`config.mk`:
```
export PLATFORM = sky130hd
export DESIGN_NAME = ll_tracker_top
export DESIGN_NICKNAME = d
export VERILOG_FILES = /design/src/ll_tracker_pkg.sv /design/src/ll_head_ctrl.sv /design/src/ll_ptr_ram.sv /design/src/ll_tail_steer.sv /design/src/ll_tracker_top.sv
export VERILOG_INCLUDE_DIRS = /design/src /design/src/src
export SDC_FILE = /design/constraint.sdc
export NUM_CORES = 1
export LEC_CHECK = 0
export BUFFER_PORTS_ARGS = -buffer_cell sky130_fd_sc_hd__buf_4
export CAP_MARGIN = 10
export CORE_MARGIN = 1
export CORE_UTILIZATION = 32
export CTS_CLUSTER_DIAMETER = 200
export DETAILED_ROUTE_END_ITERATION = 10
export PLACE_DENSITY_LB_ADDON = 0.2
export SLEW_MARGIN = 25
export SYNTH_ARGS = -nofsm -noshare
export SYNTH_HDL_FRONTEND = slang
export SYNTH_SLANG_ARGS = --single-unit
```
`constraint.sdc`:
```
create_clock -name clk -period 2.77 [get_ports clk]
set_input_delay 0.1385 -clock clk [delete_from_list [all_inputs] [get_ports clk]]
set_output_delay 0.1385 -clock clk [all_outputs]
set_load 0.05 [all_outputs]
```
`src/ll_tracker_config.svh`:
```
// Linked-list tracker configuration: tracker depth, list count and derived widths.
`ifndef LL_TRACKER_CONFIG_SVH
`define LL_TRACKER_CONFIG_SVH

// Number of entries held by the tracker and by the pointer RAM.
`define LL_DEPTH 16

// Number of linked lists the entries are threaded through.
// Must be at least 1 and below the depth.
`define LL_NUM_LISTS 4

// Width of an entry address.
`define LL_ADDR_W ($clog2(`LL_DEPTH))

// Width of an item count, wide enough to hold the full depth.
`define LL_COUNT_W ($clog2(`LL_DEPTH + 1))

`endif

```
`src/ll_tracker_pkg.sv`:
```
// Linked-list tracker package with the shared address, count and list-select types.
`include "ll_tracker_config.svh"

package ll_tracker_pkg;

  // Entry address, also used as a pointer RAM index and payload.
  typedef logic [`LL_ADDR_W-1:0] addr_t;

  // Item count for one list or for the whole tracker.
  typedef logic [`LL_COUNT_W-1:0] count_t;

  // One-hot selector over the linked lists.
  typedef logic [`LL_NUM_LISTS-1:0] list_sel_t;

endpackage

```
`src/ll_head_ctrl.sv`:
```
// Head stage that keeps per-list counts and heads, presents the oldest entry and refills from RAM.
`timescale 1ns/1ns
`include "ll_tracker_config.svh"

module ll_head_ctrl
  import ll_tracker_pkg::*;
(
  input  logic      clk,
  input  logic      arst_n,
  input  logic      push_valid,
  input  list_sel_t push_sel,
  input  addr_t     push_addr,
  output logic      head_valid,
  input  logic      head_ready,
  output addr_t     head,
  output list_sel_t list_empty,
  output logic      ptr_rd_valid,
  output addr_t     ptr_rd_addr,
  input  logic      ptr_rd_data_valid,
  input  addr_t     ptr_rd_data,
  output logic      empty,
  output count_t    items
);

  list_sel_t head_sel;
  list_sel_t head_sel_next;
  list_sel_t head_sel_rd;
  list_sel_t list_empty_next;
  list_sel_t head_last;
  list_sel_t head_bypass;
  list_sel_t head_load_push;
  list_sel_t head_load_ram;
  list_sel_t head_vld;
  list_sel_t head_vld_next;
  list_sel_t list_incr;
  list_sel_t list_decr;
  count_t    count_q [`LL_NUM_LISTS];
  count_t    count_next [`LL_NUM_LISTS];
  addr_t     head_q [`LL_NUM_LISTS];
  logic      pop;

  assign pop = head_valid && head_ready;

  // Head selector rotates by one list per pop, mirroring the tail side.
  always_comb begin
    for (int i = 0; i < `LL_NUM_LISTS; i++) begin
      head_sel_next[i] = head_sel[(i + `LL_NUM_LISTS - 1) % `LL_NUM_LISTS];
    end
  end

  always_ff @(posedge clk or negedge arst_n) begin
    if (!arst_n) begin
      head_sel <= list_sel_t'(1);
    end else if (pop) begin
      head_sel <= head_sel_next;
    end
  end

  // Remember which list issued the RAM read. By the time the data returns
  // the live selector has already moved on to the next list.
  always_ff @(posedge clk or negedge arst_n) begin
    if (!arst_n) begin
      head_sel_rd <= '0;
    end else if (ptr_rd_valid) begin
      head_sel_rd <= head_sel;
    end
  end

  // Per-list bookkeeping.
  always_comb begin
    for (int i = 0; i < `LL_NUM_LISTS; i++) begin
      list_incr[i]       = push_valid && push_sel[i];
      list_decr[i]       = pop && head_sel[i];
      count_next[i]      = count_q[i] + count_t'(list_incr[i]) - count_t'(list_decr[i]);
      list_empty_next[i] = (count_next[i] == '0);
      head_last[i]       = (count_q[i] == count_t'(1));

      // The pushed address goes straight to the head when there is nothing
      // ahead of it: the list is empty, or its only item leaves this cycle.
      head_bypass[i] = list_empty[i] ||
                       (head_last[i] && head_vld[i] && head_sel[i] && head_ready);

      head_load_push[i] = list_incr[i] && head_bypass[i];
      head_load_ram[i]  = ptr_rd_data_valid && head_sel_rd[i];

      // A popped head is invalid until it is reloaded.
      head_vld_next[i] = (head_vld[i] && !list_decr[i]) ||
                         head_load_push[i] || head_load_ram[i];
    end
  end

  always_ff @(posedge clk or negedge arst_n) begin
    if (!arst_n) begin
      for (int i = 0; i < `LL_NUM_LISTS; i++) begin
        count_q[i] <= '0;
      end
      list_empty <= '1;
      head_vld   <= '0;
    end else begin
      for (int i = 0; i < `LL_NUM_LISTS; i++) begin
        count_q[i] <= count_next[i];
      end
      list_empty <= list_empty_next;
      head_vld   <= head_vld_next;
    end
  end

  // Head addresses. The push path wins if both sources could load,
  // which the list protocol rules out anyway.
  always_ff @(posedge clk) begin
    for (int i = 0; i < `LL_NUM_LISTS; i++) begin
      if (head_load_push[i]) begin
        head_q[i] <= push_addr;
      end else if (head_load_ram[i]) begin
        head_q[i] <= ptr_rd_data;
      end
    end
  end

  assign head_valid = |(head_sel & ~list_empty & head_vld);

  always_comb begin
    head = '0;
    for (int i = 0; i < `LL_NUM_LISTS; i++) begin
      head = head | ({`LL_ADDR_W{head_sel[i]}} & head_q[i]);
    end
  end

  // A popped head's link is fetched unless it was the last one in its list.
  assign ptr_rd_valid = pop && |(head_sel & ~head_last);
  assign ptr_rd_addr  = head;

  assign empty = &list_empty;

  // Total number of tracked entries.
  always_comb begin
    items = '0;
    for (int i = 0; i < `LL_NUM_LISTS; i++) begin
      items = items + count_q[i];
    end
  end

endmodule

```
`src/ll_ptr_ram.sv`:
```
// Pointer RAM holding next-entry links, one write port and a one-cycle read port.
`timescale 1ns/1ns
`include "ll_tracker_config.svh"

module ll_ptr_ram
  import ll_tracker_pkg::*;
(
  input  logic  clk,
  input  logic  arst_n,
  input  logic  ptr_wr_valid,
  input  addr_t ptr_wr_addr,
  input  addr_t ptr_wr_data,
  input  logic  ptr_rd_valid,
  input  addr_t ptr_rd_addr,
  output logic  ptr_rd_data_valid,
  output addr_t ptr_rd_data
);

  addr_t mem [`LL_DEPTH];

  always_ff @(posedge clk) begin
    if (ptr_wr_valid) begin
      mem[ptr_wr_addr] <= ptr_wr_data;
    end
  end

  // Read data is captured only on a request and holds otherwise.
  always_ff @(posedge clk) begin
    if (ptr_rd_valid) begin
      ptr_rd_data <= mem[ptr_rd_addr];
    end
  end

  // The valid flag trails the request by exactly one cycle.
  always_ff @(posedge clk or negedge arst_n) begin
    if (!arst_n) begin
      ptr_rd_data_valid <= 1'b0;
    end else begin
      ptr_rd_data_valid <= ptr_rd_valid;
    end
  end

endmodule

```
`src/ll_tail_steer.sv`:
```
// Push stage that steers each new address to a list, keeps tails and links the pointer RAM.
`timescale 1ns/1ns
`include "ll_tracker_config.svh"

module ll_tail_steer
  import ll_tracker_pkg::*;
(
  input  logic      clk,
  input  logic      arst_n,
  input  logic      next_tail_valid,
  input  addr_t     next_tail,
  input  list_sel_t list_empty,
  output logic      push_valid,
  output list_sel_t push_sel,
  output addr_t     push_addr,
  output logic      ptr_wr_valid,
  output addr_t     ptr_wr_addr,
  output addr_t     ptr_wr_data
);

  list_sel_t tail_sel;
  list_sel_t tail_sel_next;
  addr_t     tail_q [`LL_NUM_LISTS];
  logic      tail_list_busy;

  // Rotate the tail selector left by one list.
  always_comb begin
    for (int i = 0; i < `LL_NUM_LISTS; i++) begin
      tail_sel_next[i] = tail_sel[(i + `LL_NUM_LISTS - 1) % `LL_NUM_LISTS];
    end
  end

  // The selector only moves when a push lands, so pushes walk the lists in order.
  always_ff @(posedge clk or negedge arst_n) begin
    if (!arst_n) begin
      tail_sel <= list_sel_t'(1);
    end else if (next_tail_valid) begin
      tail_sel <= tail_sel_next;
    end
  end

  // Every push becomes the new tail of the list it was steered to.
  always_ff @(posedge clk) begin
    for (int i = 0; i < `LL_NUM_LISTS; i++) begin
      if (push_sel[i]) begin
        tail_q[i] <= next_tail;
      end
    end
  end

  assign push_valid = next_tail_valid;
  assign push_sel   = tail_sel & {`LL_NUM_LISTS{next_tail_valid}};
  assign push_addr  = next_tail;

  // An empty list has no tail to link from. The new address turns into its
  // head directly in the head stage.
  assign tail_list_busy = |(tail_sel & ~list_empty);
  assign ptr_wr_valid   = next_tail_valid && tail_list_busy;

  // Old tail of the selected list is the RAM slot that receives the link.
  always_comb begin
    ptr_wr_addr = '0;
    for (int i = 0; i < `LL_NUM_LISTS; i++) begin
      ptr_wr_addr = ptr_wr_addr | ({`LL_ADDR_W{tail_sel[i]}} & tail_q[i]);
    end
  end

  assign ptr_wr_data = next_tail;

endmodule

```
`src/ll_tracker_top.sv`:
```
// Linked-list tracker top level joining the push stage, the pointer RAM and the head stage.
`timescale 1ns/1ns

module ll_tracker_top
  import ll_tracker_pkg::*;
(
  input  logic   clk,
  input  logic   arst_n,
  input  logic   next_tail_valid,
  input  addr_t  next_tail,
  output logic   head_valid,
  input  logic   head_ready,
  output addr_t  head,
  output logic   empty,
  output count_t items
);

  logic      push_valid;
  list_sel_t push_sel;
  addr_t     push_addr;
  list_sel_t list_empty;
  logic      ptr_wr_valid;
  addr_t     ptr_wr_addr;
  addr_t     ptr_wr_data;
  logic      ptr_rd_valid;
  addr_t     ptr_rd_addr;
  logic      ptr_rd_data_valid;
  addr_t     ptr_rd_data;

  ll_tail_steer u_tail_steer (
    .clk             (clk),
    .arst_n          (arst_n),
    .next_tail_valid (next_tail_valid),
    .next_tail       (next_tail),
    .list_empty      (list_empty),
    .push_valid      (push_valid),
    .push_sel        (push_sel),
    .push_addr       (push_addr),
    .ptr_wr_valid    (ptr_wr_valid),
    .ptr_wr_addr     (ptr_wr_addr),
    .ptr_wr_data     (ptr_wr_data)
  );

  ll_ptr_ram u_ptr_ram (
    .clk               (clk),
    .arst_n            (arst_n),
    .ptr_wr_valid      (ptr_wr_valid),
    .ptr_wr_addr       (ptr_wr_addr),
    .ptr_wr_data       (ptr_wr_data),
    .ptr_rd_valid      (ptr_rd_valid),
    .ptr_rd_addr       (ptr_rd_addr),
    .ptr_rd_data_valid (ptr_rd_data_valid),
    .ptr_rd_data       (ptr_rd_data)
  );

  ll_head_ctrl u_head_ctrl (
    .clk               (clk),
    .arst_n            (arst_n),
    .push_valid        (push_valid),
    .push_sel          (push_sel),
    .push_addr         (push_addr),
    .head_valid        (head_valid),
    .head_ready        (head_ready),
    .head              (head),
    .list_empty        (list_empty),
    .ptr_rd_valid      (ptr_rd_valid),
    .ptr_rd_addr       (ptr_rd_addr),
    .ptr_rd_data_valid (ptr_rd_data_valid),
    .ptr_rd_data       (ptr_rd_data),
    .empty             (empty),
    .items             (items)
  );

endmodule
```
==> reports/metrics.cfg, run 1 <==
[setup_path]
end_kind=output port
worstSetupPathType=flop to output port
worstPathMaxFanout=2
cp.required_ns=2.63
critPathArrivalTime_ns=2.81
critPathLaunchType=flop

[placed_design]
dp_cells=805
dp_hpwl_um=10700
place_congestion=0.791
portBuffers=18

[grt]
antenna_found_initial=0
grt-busiest-layer=met2
grt_pass1_vias=4318
grt_overflow=0
grt_pass1_wl_um=24700
use_met2_pct=23.3
grt_use_met3_pct=4.35
track_usage_pct=15.2
use_met1_pct=21.3
grt_max_degree=42

[floorplanning]
start_util_pct=32.5
die_height_um=148
rows=53
io_pins=19
die_w_um=148
core-area_sq_mm=0.0210
die_area_sq_mm=0.0219

[layout]
fin_nets=612
n_antenna_cell=0
drive_above_1_share_pct=31.0
layout.cells.non_filler=852
areaGrowthSynthToFinish_pct=22.4

[timing]
worst-slew-pin-transition_ns=0.665
hold_viol_final=0
min_period_ns=2.95
drv_slew=0
max_freq_mhz=339
period_share_pct=107
rsz0062_at_grt=yes
clock_skew_ns=0.00650
setup_ws_ns=-0.182
slew_headroom_pct=55.1
finalSetupViolCount=5
fin_worst_hold_slack_ns=0.111

[clock_tree]
clock_sinks=141
cts_htree_levels=4
clk_pin_slew_ns=0.06
clk_latency_ns=0.43
numCtsBuffers=17
cts_tree=built
cts_max_path_buffers=2
ctsRootBufferMaster=clkbuf_16

[yosys]
syn-mean-instance-area_sq_um=13.5
ys_warn_count=0
synth_seq_cells=141
synthesis.area_sq_mm=0.00681
synthDistinctLibCells=55
synth_nets=551
async_reset_ff_share_pct=29.1
synth_ff_type=edfxtp_1
synth_edf_count=100
ys_seq_area_share_pct=59.3
synthCells=503

[status]
violations=negative setup slack
outcome=finished, violations left

[detailed_routing]
ant_nets=0
routedWlPerCell_um=17.8
viasPerCell=4.87
wl_um=15200
drc_errors=0
drt_iter0_drc=285
num_vias=4145
first_pass_iters=4

[worst_hold_path]
hold_class=input pin to flop

[run]
max-cap-violations=0

==> final timing paths <==
| kind | from | to | slack [ns] | cells after the start |
|---|---|---|---|---|
| min in group asynchronous | arst_n | u_head_ctrl.count_q[13] | 0.25 | 2 |
| max in group asynchronous | arst_n | u_head_ctrl.count_q[0] | 2.10 | 2 |
| setup / recovery | u_head_ctrl.count_q[7] | items[4] | -0.18 | 7 |
| hold reg to reg | u_head_ctrl.head_sel_rd[2] | u_head_ctrl.head_sel_rd[2] | 0.52 | 1 |
| setup reg to reg | u_head_ctrl.list_empty[3] | u_head_ctrl.list_empty[2] | -0.04 | 15 |
| hold / removal | next_tail[0] | u_ptr_ram.mem[12][0] | 0.11 | 1 |
==> flip-flops by register name (all words and copies together) (netlist names), 16 cells and up <==
signal / cells
u_tail_steer.tail_q: 16
u_head_ctrl.head_q: 16
u_ptr_ram.mem: 64
u_head_ctrl.count_q: 20
==> routing by layer <==
metal / part of all wire, % / vias to the layer above / wire (um)
li1: - / 1969 / -
met1: 49 / 2108 / 7470
met2: 47 / 59 / 7120
met3: 3.2 / 9 / 479
met4: 0.89 / 0 / 136
met5: 0 / - / 0
==> metrics by stage <==
step / setup TNS [ns] / area [sq um] / setup WS [ns] / util, %
after floorplan: -0.475 / 6870 / -0.148 / -
after global placement: -0.110 / 7430 / -0.110 / 35.4
after detailed placement: -0.161 / 7430 / -0.133 / 35.4
after CTS: -0.870 / 8230 / -0.238 / 39.3
after global routing: -1.49 / 8340 / -0.294 / 39.8
final: -0.566 / 8340 / -0.182 / 39.8
==> cells in the mapped netlist (all sizes together), types with 2 or more instances <==
| master | instances | area [sq um] |
|---|---|---|
| edfxtp | 100 | 3000 |
| inv | 51 | 191 |
| dfrtp | 35 | 876 |
| nand2 | 33 | 134 |
| ha | 28 | 350 |
| nand3 | 27 | 135 |
| mux2 | 24 | 285 |
| nor2 | 22 | 101 |
| o21ai | 20 | 100 |
| a22oi | 14 | 143 |
| xnor2 | 14 | 123 |
| a211oi | 12 | 90.1 |
| fa | 12 | 240 |
| a21o | 9 | 67.6 |
| a21oi | 9 | 45.0 |
| xor2 | 9 | 78.8 |
| buf | 8 | 61.3 |
| mux2i | 8 | 80.1 |
| a22o | 6 | 62.6 |
| dfstp | 6 | 158 |
| clkbuf | 5 | 18.8 |
| a2111oi | 4 | 40.0 |
| a41o | 4 | 40.0 |
| mux4 | 4 | 90.1 |
| nand3b | 4 | 30.0 |
| nor2b | 4 | 25.0 |
| nor4bb | 4 | 40.0 |
| o22a | 4 | 35.0 |
| and2 | 3 | 18.8 |
| nand2b | 3 | 18.8 |
| nor4 | 3 | 18.8 |
| o21bai | 3 | 22.5 |
| o211ai | 2 | 20.0 |
| o22ai | 2 | 12.5 |
==> kinds of logic (layout without fill, tap and decap cells) <==
group                    count (synthesis)  count (layout)  synth area share [%]
AND/OR/NAND/NOR                        107             107                  8.12
flip-flops                             141             141                  59.3
multiplexers                            36              36                  6.69
buffers and inverters                   64             138                  3.99
XOR/XNOR                                23              23                  2.96
AO/OA/AOI/OAI                           92              92                  10.3
adder cells (fa/ha/maj)                 40              40                  8.67
==> cells in the final DEF (no fill, tap or decap), types with 5 or more instances in the layout <==
cell and count:
fa_1 6, edfxtp_1 100, ha_4 8, a21oi_2 5, nand2_4 5, inv_1 34
nand3_1 27, buf_6 7, clkbuf_16 17, a211oi_1 12, mux2i_1 8, dfrtp_1 33
nor2_1 18, a22oi_1 10, a21o_1 9, xnor2_1 11, xor2_1 9, o21ai_0 20
mux2_2 18, nand2_1 27, inv_2 12, dfstp_2 6, ha_1 19, inv_4 5
fa_2 6, buf_4 46
==> timing repair <==
| action | CTS | global route |
|---|---|---|
| pin swaps | 24 | 23 |
| endpoints found under the setup margin | 6 | 10 |
| gates resized for setup | 36 | 25 |
| gates cloned | 0 | 0 |
| hold endpoints to repair | 39 | 0 |
| setup buffers | 9 | 4 |
| hold buffers | 2 | 0 |
==> worst max-delay path, stage by stage, from the launching register on <==
cell and delay, ns:
dfrtp_1 0.40, fa_1 0.58, fa_1 0.46, ha_1 0.29, a21o_1 0.19, a21oi_2 0.16, xnor2_2 0.13, buf_6 0.18
==> area by class of cell <==
type | count | area (sq um)
tap | 275 | 344
inverter | 51 | 204
multi-input combinational | 298 | 2730
clock buffer | 18 | 429
timing repair buffer | 55 | 444
sequential | 141 | 4040
clock inverter | 14 | 144
fill | 1987 | 12600
Power of run 1 is left out: the tool's default activity adds up to more than one toggle a clock period on the data nets, which glitch-free logic cannot reach.
==> run 2: changes to the inputs <==
--- a/config.mk
+++ b/config.mk
@@ -8,11 +8,9 @@
 export LEC_CHECK = 0
 export BUFFER_PORTS_ARGS = -buffer_cell sky130_fd_sc_hd__buf_4
 export CAP_MARGIN = 10
-export CORE_MARGIN = 1
-export CORE_UTILIZATION = 32
+export CORE_UTILIZATION = 45
 export CTS_CLUSTER_DIAMETER = 200
 export DETAILED_ROUTE_END_ITERATION = 10
-export PLACE_DENSITY_LB_ADDON = 0.2
 export SLEW_MARGIN = 25
 export SYNTH_ARGS = -nofsm -noshare
 export SYNTH_HDL_FRONTEND = slang
==> run 2 against run 1 <==
Compared with the run above: the run still ends with negative setup slack left; clock-buffer cell count unchanged; sequential cell count unchanged; non-clock buffer count is the same; global-route usage grew 4.6 points; critical endpoint is now items[2]; largest cell class unchanged.
==> reports/metrics.cfg, run 2 (synthesized netlist as in run 1, its figures left out) <==
[clock_tree]
cts_max_path_buffers=2
clock_sinks=141
clk_latency_ns=0.42
cts_htree_levels=4
ctsRootBufferMaster=clkbuf_16
numCtsBuffers=17
cts_tree=built
clk_pin_slew_ns=0.06

[setup_path]
cp.buffers_inverters=3
cp.required_ns=2.63
critical_path.max_stage_delay_ns=0.56
cp_slowest_cell=fa_1
critPathLaunchType=flop
end_kind=output port
worstPathMaxFanout=3
critPathArrivalTime_ns=2.81
critical_path.top_delay_family=adder cells
worstSetupPathType=flop to output port
path_cells=fa_1 -> fa_1 -> ha_2 -> inv_2 -> fa_2 -> inv_2 -> buf_8

[grt]
grt_pass1_wl_um=23100
grt_pass1_vias=4212
antenna_found_initial=0
grt_max_degree=42
track_usage_pct=19.8
grt_overflow=0

[timing]
drv_slew=0
setup_ws_ns=-0.178
period_share_pct=106
worst-slew-pin-transition_ns=0.637
min_period_ns=2.95
hold_viol_final=0
clock_skew_ns=0.00920
max_freq_mhz=339
finalSetupViolCount=5
slew_headroom_pct=56.9
rsz0062_at_grt=yes

[floorplanning]
start_util_pct=46.5
die_w_um=125
rows=44
io_pins=19
die_height_um=125
core-area_sq_mm=0.0146
die_area_sq_mm=0.0156

[detailed_routing]
drc_errors=0
routedWlPerCell_um=19.3
num_vias=4218
drt_iter0_drc=293
ant_nets=0
wl_um=14700
first_pass_iters=4
viasPerCell=5.54

[layout]
seqCellArea_sq_mm=0.00404
fin_nets=612
multi_input_area_sq_mm=0.00270
top_register=u_ptr_ram.mem
areaGrowthSynthToFinish_pct=20.2
n_antenna_cell=0
final_common_cell=edfxtp_1
largest_reg_flops=64
drive_above_1_share_pct=30.3
mostFrequentLayoutCells=edfxtp_1, buf_4, inv_1, dfrtp_1
reg_top3=u_ptr_ram.mem (64), u_head_ctrl.count_q (20)
fill_cells=1190
layout.cells.non_filler=761

[status]
violations=negative setup slack
outcome=finished, violations left

[placed_design]
dp_cells=713
portBuffers=18
dp_hpwl_um=10100
place_congestion=0.811

[run]
max-cap-violations=0

[worst_hold_path]
hold_class=input pin to flop

==> run 2: changes by cell type in the layout (fill, tap and decap cells not counted), sizes merged <==
cell      previous run  this run
bufinv               2         1
clkinv               8         3
inv                 54        56
clkinvlp             1         5
==> run 2: layout make-up <==
cell class / instances / share of cell area, %
Inverter: 51 / 2.43
Multi-Input combinational cell: 298 / 33.0
Tap cell: 184 / 2.81
Clock buffer: 18 / 5.36
Clock inverter: 14 / 1.65
Timing Repair Buffer: 55 / 5.47
Sequential cell: 141 / 49.3
==> run 2: per-layer routing <==
| layer | wire, um | track usage, % | vias to the layer above | share of wire, % |
|---|---|---|---|---|
| met4 | 218 | 8.90 | 0 | 1.5 |
| met1 | 6910 | 28.0 | 2150 | 47 |
| met5 | 0 | 0 | - | 0 |
| li1 | - | - | 1966 | - |
| met3 | 660 | 3.77 | 17 | 4.5 |
| met2 | 6930 | 29.9 | 85 | 47 |
==> run 2: worst reg2reg max path: stages, from the launching register on <==
cell and delay, ns:
dfstp_2 0.52, nand3b_1 0.15, o2111ai_4 0.14, and2_4 0.18, buf_6 0.12, nand2_4 0.07, inv_4 0.04, ha_4 0.25
inv_2 0.04, ha_4 0.15, fa_2 0.36, xor2_1 0.16, or3_1 0.38, nor3_2 0.15
==> run 2: worst paths after layout <==
kind                                       startpoint                    endpoint  slack, ns  cells past startpoint
max                            u_head_ctrl.count_q[5]                    items[2]      -0.18                      7
min                                      next_tail[0]   u_tail_steer.tail_q[3][0]       0.11                      1
max reg2reg                 u_head_ctrl.list_empty[3]   u_head_ctrl.list_empty[0]      -0.02                     13
min reg2reg                u_head_ctrl.head_sel_rd[2]  u_head_ctrl.head_sel_rd[2]       0.52                      1
max in group asynchronous                      arst_n     u_head_ctrl.count_q[12]       2.14                      2
min in group asynchronous                      arst_n     u_head_ctrl.count_q[13]       0.24                      2
==> run 2: timing repair <==
action / in CTS / in global routing
buffers inserted: 8 / 7
gates resized for setup: 29 / 23
pin swaps: 26 / 24
hold endpoints to repair: 39 / 0
hold buffers: 2 / 0
setup endpoints to repair: 6 / 8
==> run 2: stage by stage <==
step                      hold slack (ns)  instance area (sq um)  util [%]  worst slack [ns]  TNS [ns]
final                               0.111                   8190      55.9            -0.178    -0.519
after global routing                0.107                   8190      55.9            -0.283     -1.24
after CTS                          0.0992                   8050      55.0            -0.206    -0.675
after detailed placement            0.164                   7300      49.9            -0.148    -0.174
after global placement              0.159                   7300      49.9           -0.0749   -0.0749
after floorplan                    -0.157                   6870         -            -0.148    -0.475
Power of run 2 is left out for the same reason.
==> run 3: changes to the inputs <==
--- a/config.mk
+++ b/config.mk
@@ -11,6 +11,7 @@
 export CORE_UTILIZATION = 45
 export CTS_CLUSTER_DIAMETER = 200
 export DETAILED_ROUTE_END_ITERATION = 10
+export PLACE_DENSITY_LB_ADDON = 0.12
 export SLEW_MARGIN = 25
 export SYNTH_ARGS = -nofsm -noshare
 export SYNTH_HDL_FRONTEND = slang
==> constraint.sdc (replaced) <==
create_clock -name clk -period 3.4 [get_ports clk]
set_input_delay 0.17 -clock clk [delete_from_list [all_inputs] [get_ports clk]]
set_output_delay 0.17 -clock clk [all_outputs]
set_load 0.05 [all_outputs]
==> run 3 against run 2 <==
Compared with the run above: the run ends with design-rule violations left; worst setup slack improved by 0.46 ns; final area fell by 5.5%; die area stayed put; sequential cell count is the same; core utilization is 3.1 points lower; final cell count shrank 4.2%; via count shrank 3.9%; clock-buffer cell count decreased by 1.
==> reports/metrics.cfg, run 3 (synthesized netlist as in run 1, its figures left out) <==
[status]
outcome=finished, violations left
violations=design-rule violations

[setup_path]
critical_path.top_delay_family=adder cells
critPathArrivalTime_ns=2.94
worstSetupPathType=flop to output port
crit_top_cell=fa_1
cp.buffers_inverters=2
reg2reg_setup_slack_ns=0.37
path_cells=fa_1 -> fa_1 -> ha_1 -> inv_1 -> fa_1 -> xnor2_1 -> buf_4
critical_path.max_stage_delay_ns=0.57
critPathLaunchType=flop
ff2ff_path_depth=15
end_kind=output port
worstPathMaxFanout=5
r2r_start=u_head_ctrl.head_sel[0]
cp_slowest_cell=fa_1
r2r_end=u_head_ctrl.list_empty[3]
cp.required_ns=3.23

[layout]
mostFrequentLayoutCells=edfxtp_1, inv_1, dfrtp_1
seqCellArea_sq_mm=0.00404
largest_reg_flops=64
final_common_cell=edfxtp_1
n_antenna_cell=0
areaGrowthSynthToFinish_pct=13.7
reg_top3=u_ptr_ram.mem (64), u_head_ctrl.count_q (20)
fill_cells=1213
multi_input_area_sq_mm=0.00251
drive_above_1_share_pct=18.3
top_register=u_ptr_ram.mem
fin_nets=580

[timing]
clock_skew_ns=0.00923
setup-tns-final_ns=0
max_freq_mhz=321
period_share_pct=91.6
hold_viol_final=0
worst-slew-pin-transition_ns=0.637
slew_headroom_pct=57.0
finalSetupViolCount=0
rsz0062_at_grt=no
drv_slew=0
min_period_ns=3.11

[worst_hold_path]
whs_path_depth=1
hp-start=next_tail[3]
hold_class=input pin to flop
hold_end=u_ptr_ram.mem[12][3]

[detailed_routing]
drt_iter0_drc=249
first_pass_iters=8
viasPerCell=5.56
ant_nets=0
num_vias=4054
wl_um=14100
drc_errors=2
routedWlPerCell_um=19.3

[placed_design]
dp_hpwl_um=9990
portBuffers=18
place_congestion=0.806

[floorplanning]
rows=44
core-area_sq_mm=0.0146
die_height_um=125
start_util_pct=46.5
io_pins=19
die_w_um=125
die_area_sq_mm=0.0156

[clock_tree]
cts_max_path_buffers=2
ctsRootBufferMaster=clkbuf_16
clock_sinks=141
numCtsBuffers=17
cts_tree=built
clk_pin_slew_ns=0.07
clk_latency_ns=0.42
cts_htree_levels=4

[grt]
grt_max_degree=42
antenna_found_initial=0
track_usage_pct=19.6
grt_pass1_wl_um=23000
grt_pass1_vias=4172
grt_overflow=0

[run]
max-cap-violations=0

run 3: cell count changes in the layout (fill, tap and decap cells not counted), moves of 6 or more:
| cell | delta |
|---|---|
| inv_2 | -13 |
| ha_1 | +9 |
| buf_4 | -25 |
| inv_1 | +16 |
| ha_4 | -7 |
| buf_6 | -6 |
run 3: cell type report:
class	instances	share of cell area, %
clock buffer	17	5.49
timing repair buffer	23	2.29
multi-input combinational	298	32.4
inverter	51	2.47
sequential	141	52.1
clock inverter	15	2.20
tap	184	2.97
run 3: what timing repair did:
item,CTS,global route
hold endpoints to repair,37,0
gates resized for setup,0,1
setup buffers,0,0
setup endpoints to repair,0,3
hold buffers,2,0
run 3: worst max path at each step:
stage	start	end	slack, ns	depth (start not counted)
floorplan	u_head_ctrl.list_empty[0]	u_head_ctrl.list_empty[3]	0.19	16
global placement	u_head_ctrl.head_sel[0]	u_head_ctrl.list_empty[3]	0.40	15
detailed placement	u_head_ctrl.head_sel[0]	u_head_ctrl.list_empty[1]	0.26	15
CTS	u_head_ctrl.count_q[11]	items[3]	0.24	7
global route	u_head_ctrl.head_sel[0]	u_head_ctrl.list_empty[2]	0.04	15
finish	u_head_ctrl.count_q[6]	items[3]	0.29	7
run 3: through the flow:
step	utilization [%]	hold WS [ns]	setup slack (ns)	std cells	cell area (sq um)
floorplan	-	-0.126	0.189	503	6820
global placement	48.7	0.188	0.401	695	7130
detailed placement	48.7	0.195	0.260	695	7130
CTS	52.9	0.148	0.245	729	7740
global route	52.9	0.137	0.0384	729	7740
finish	52.9	0.154	0.287	729	7740
run 3: metal layers:
metal  part of all wire (%)  global-route usage, %  vias up
met5                      0                      0        -
met4                    1.2                   6.53        0
met3                    4.9                   5.05       12
met2                     46                   29.2       99
met1                     48                   27.9     2030
li1                       -                      -     1913
Power of run 3 is left out for the same reason.
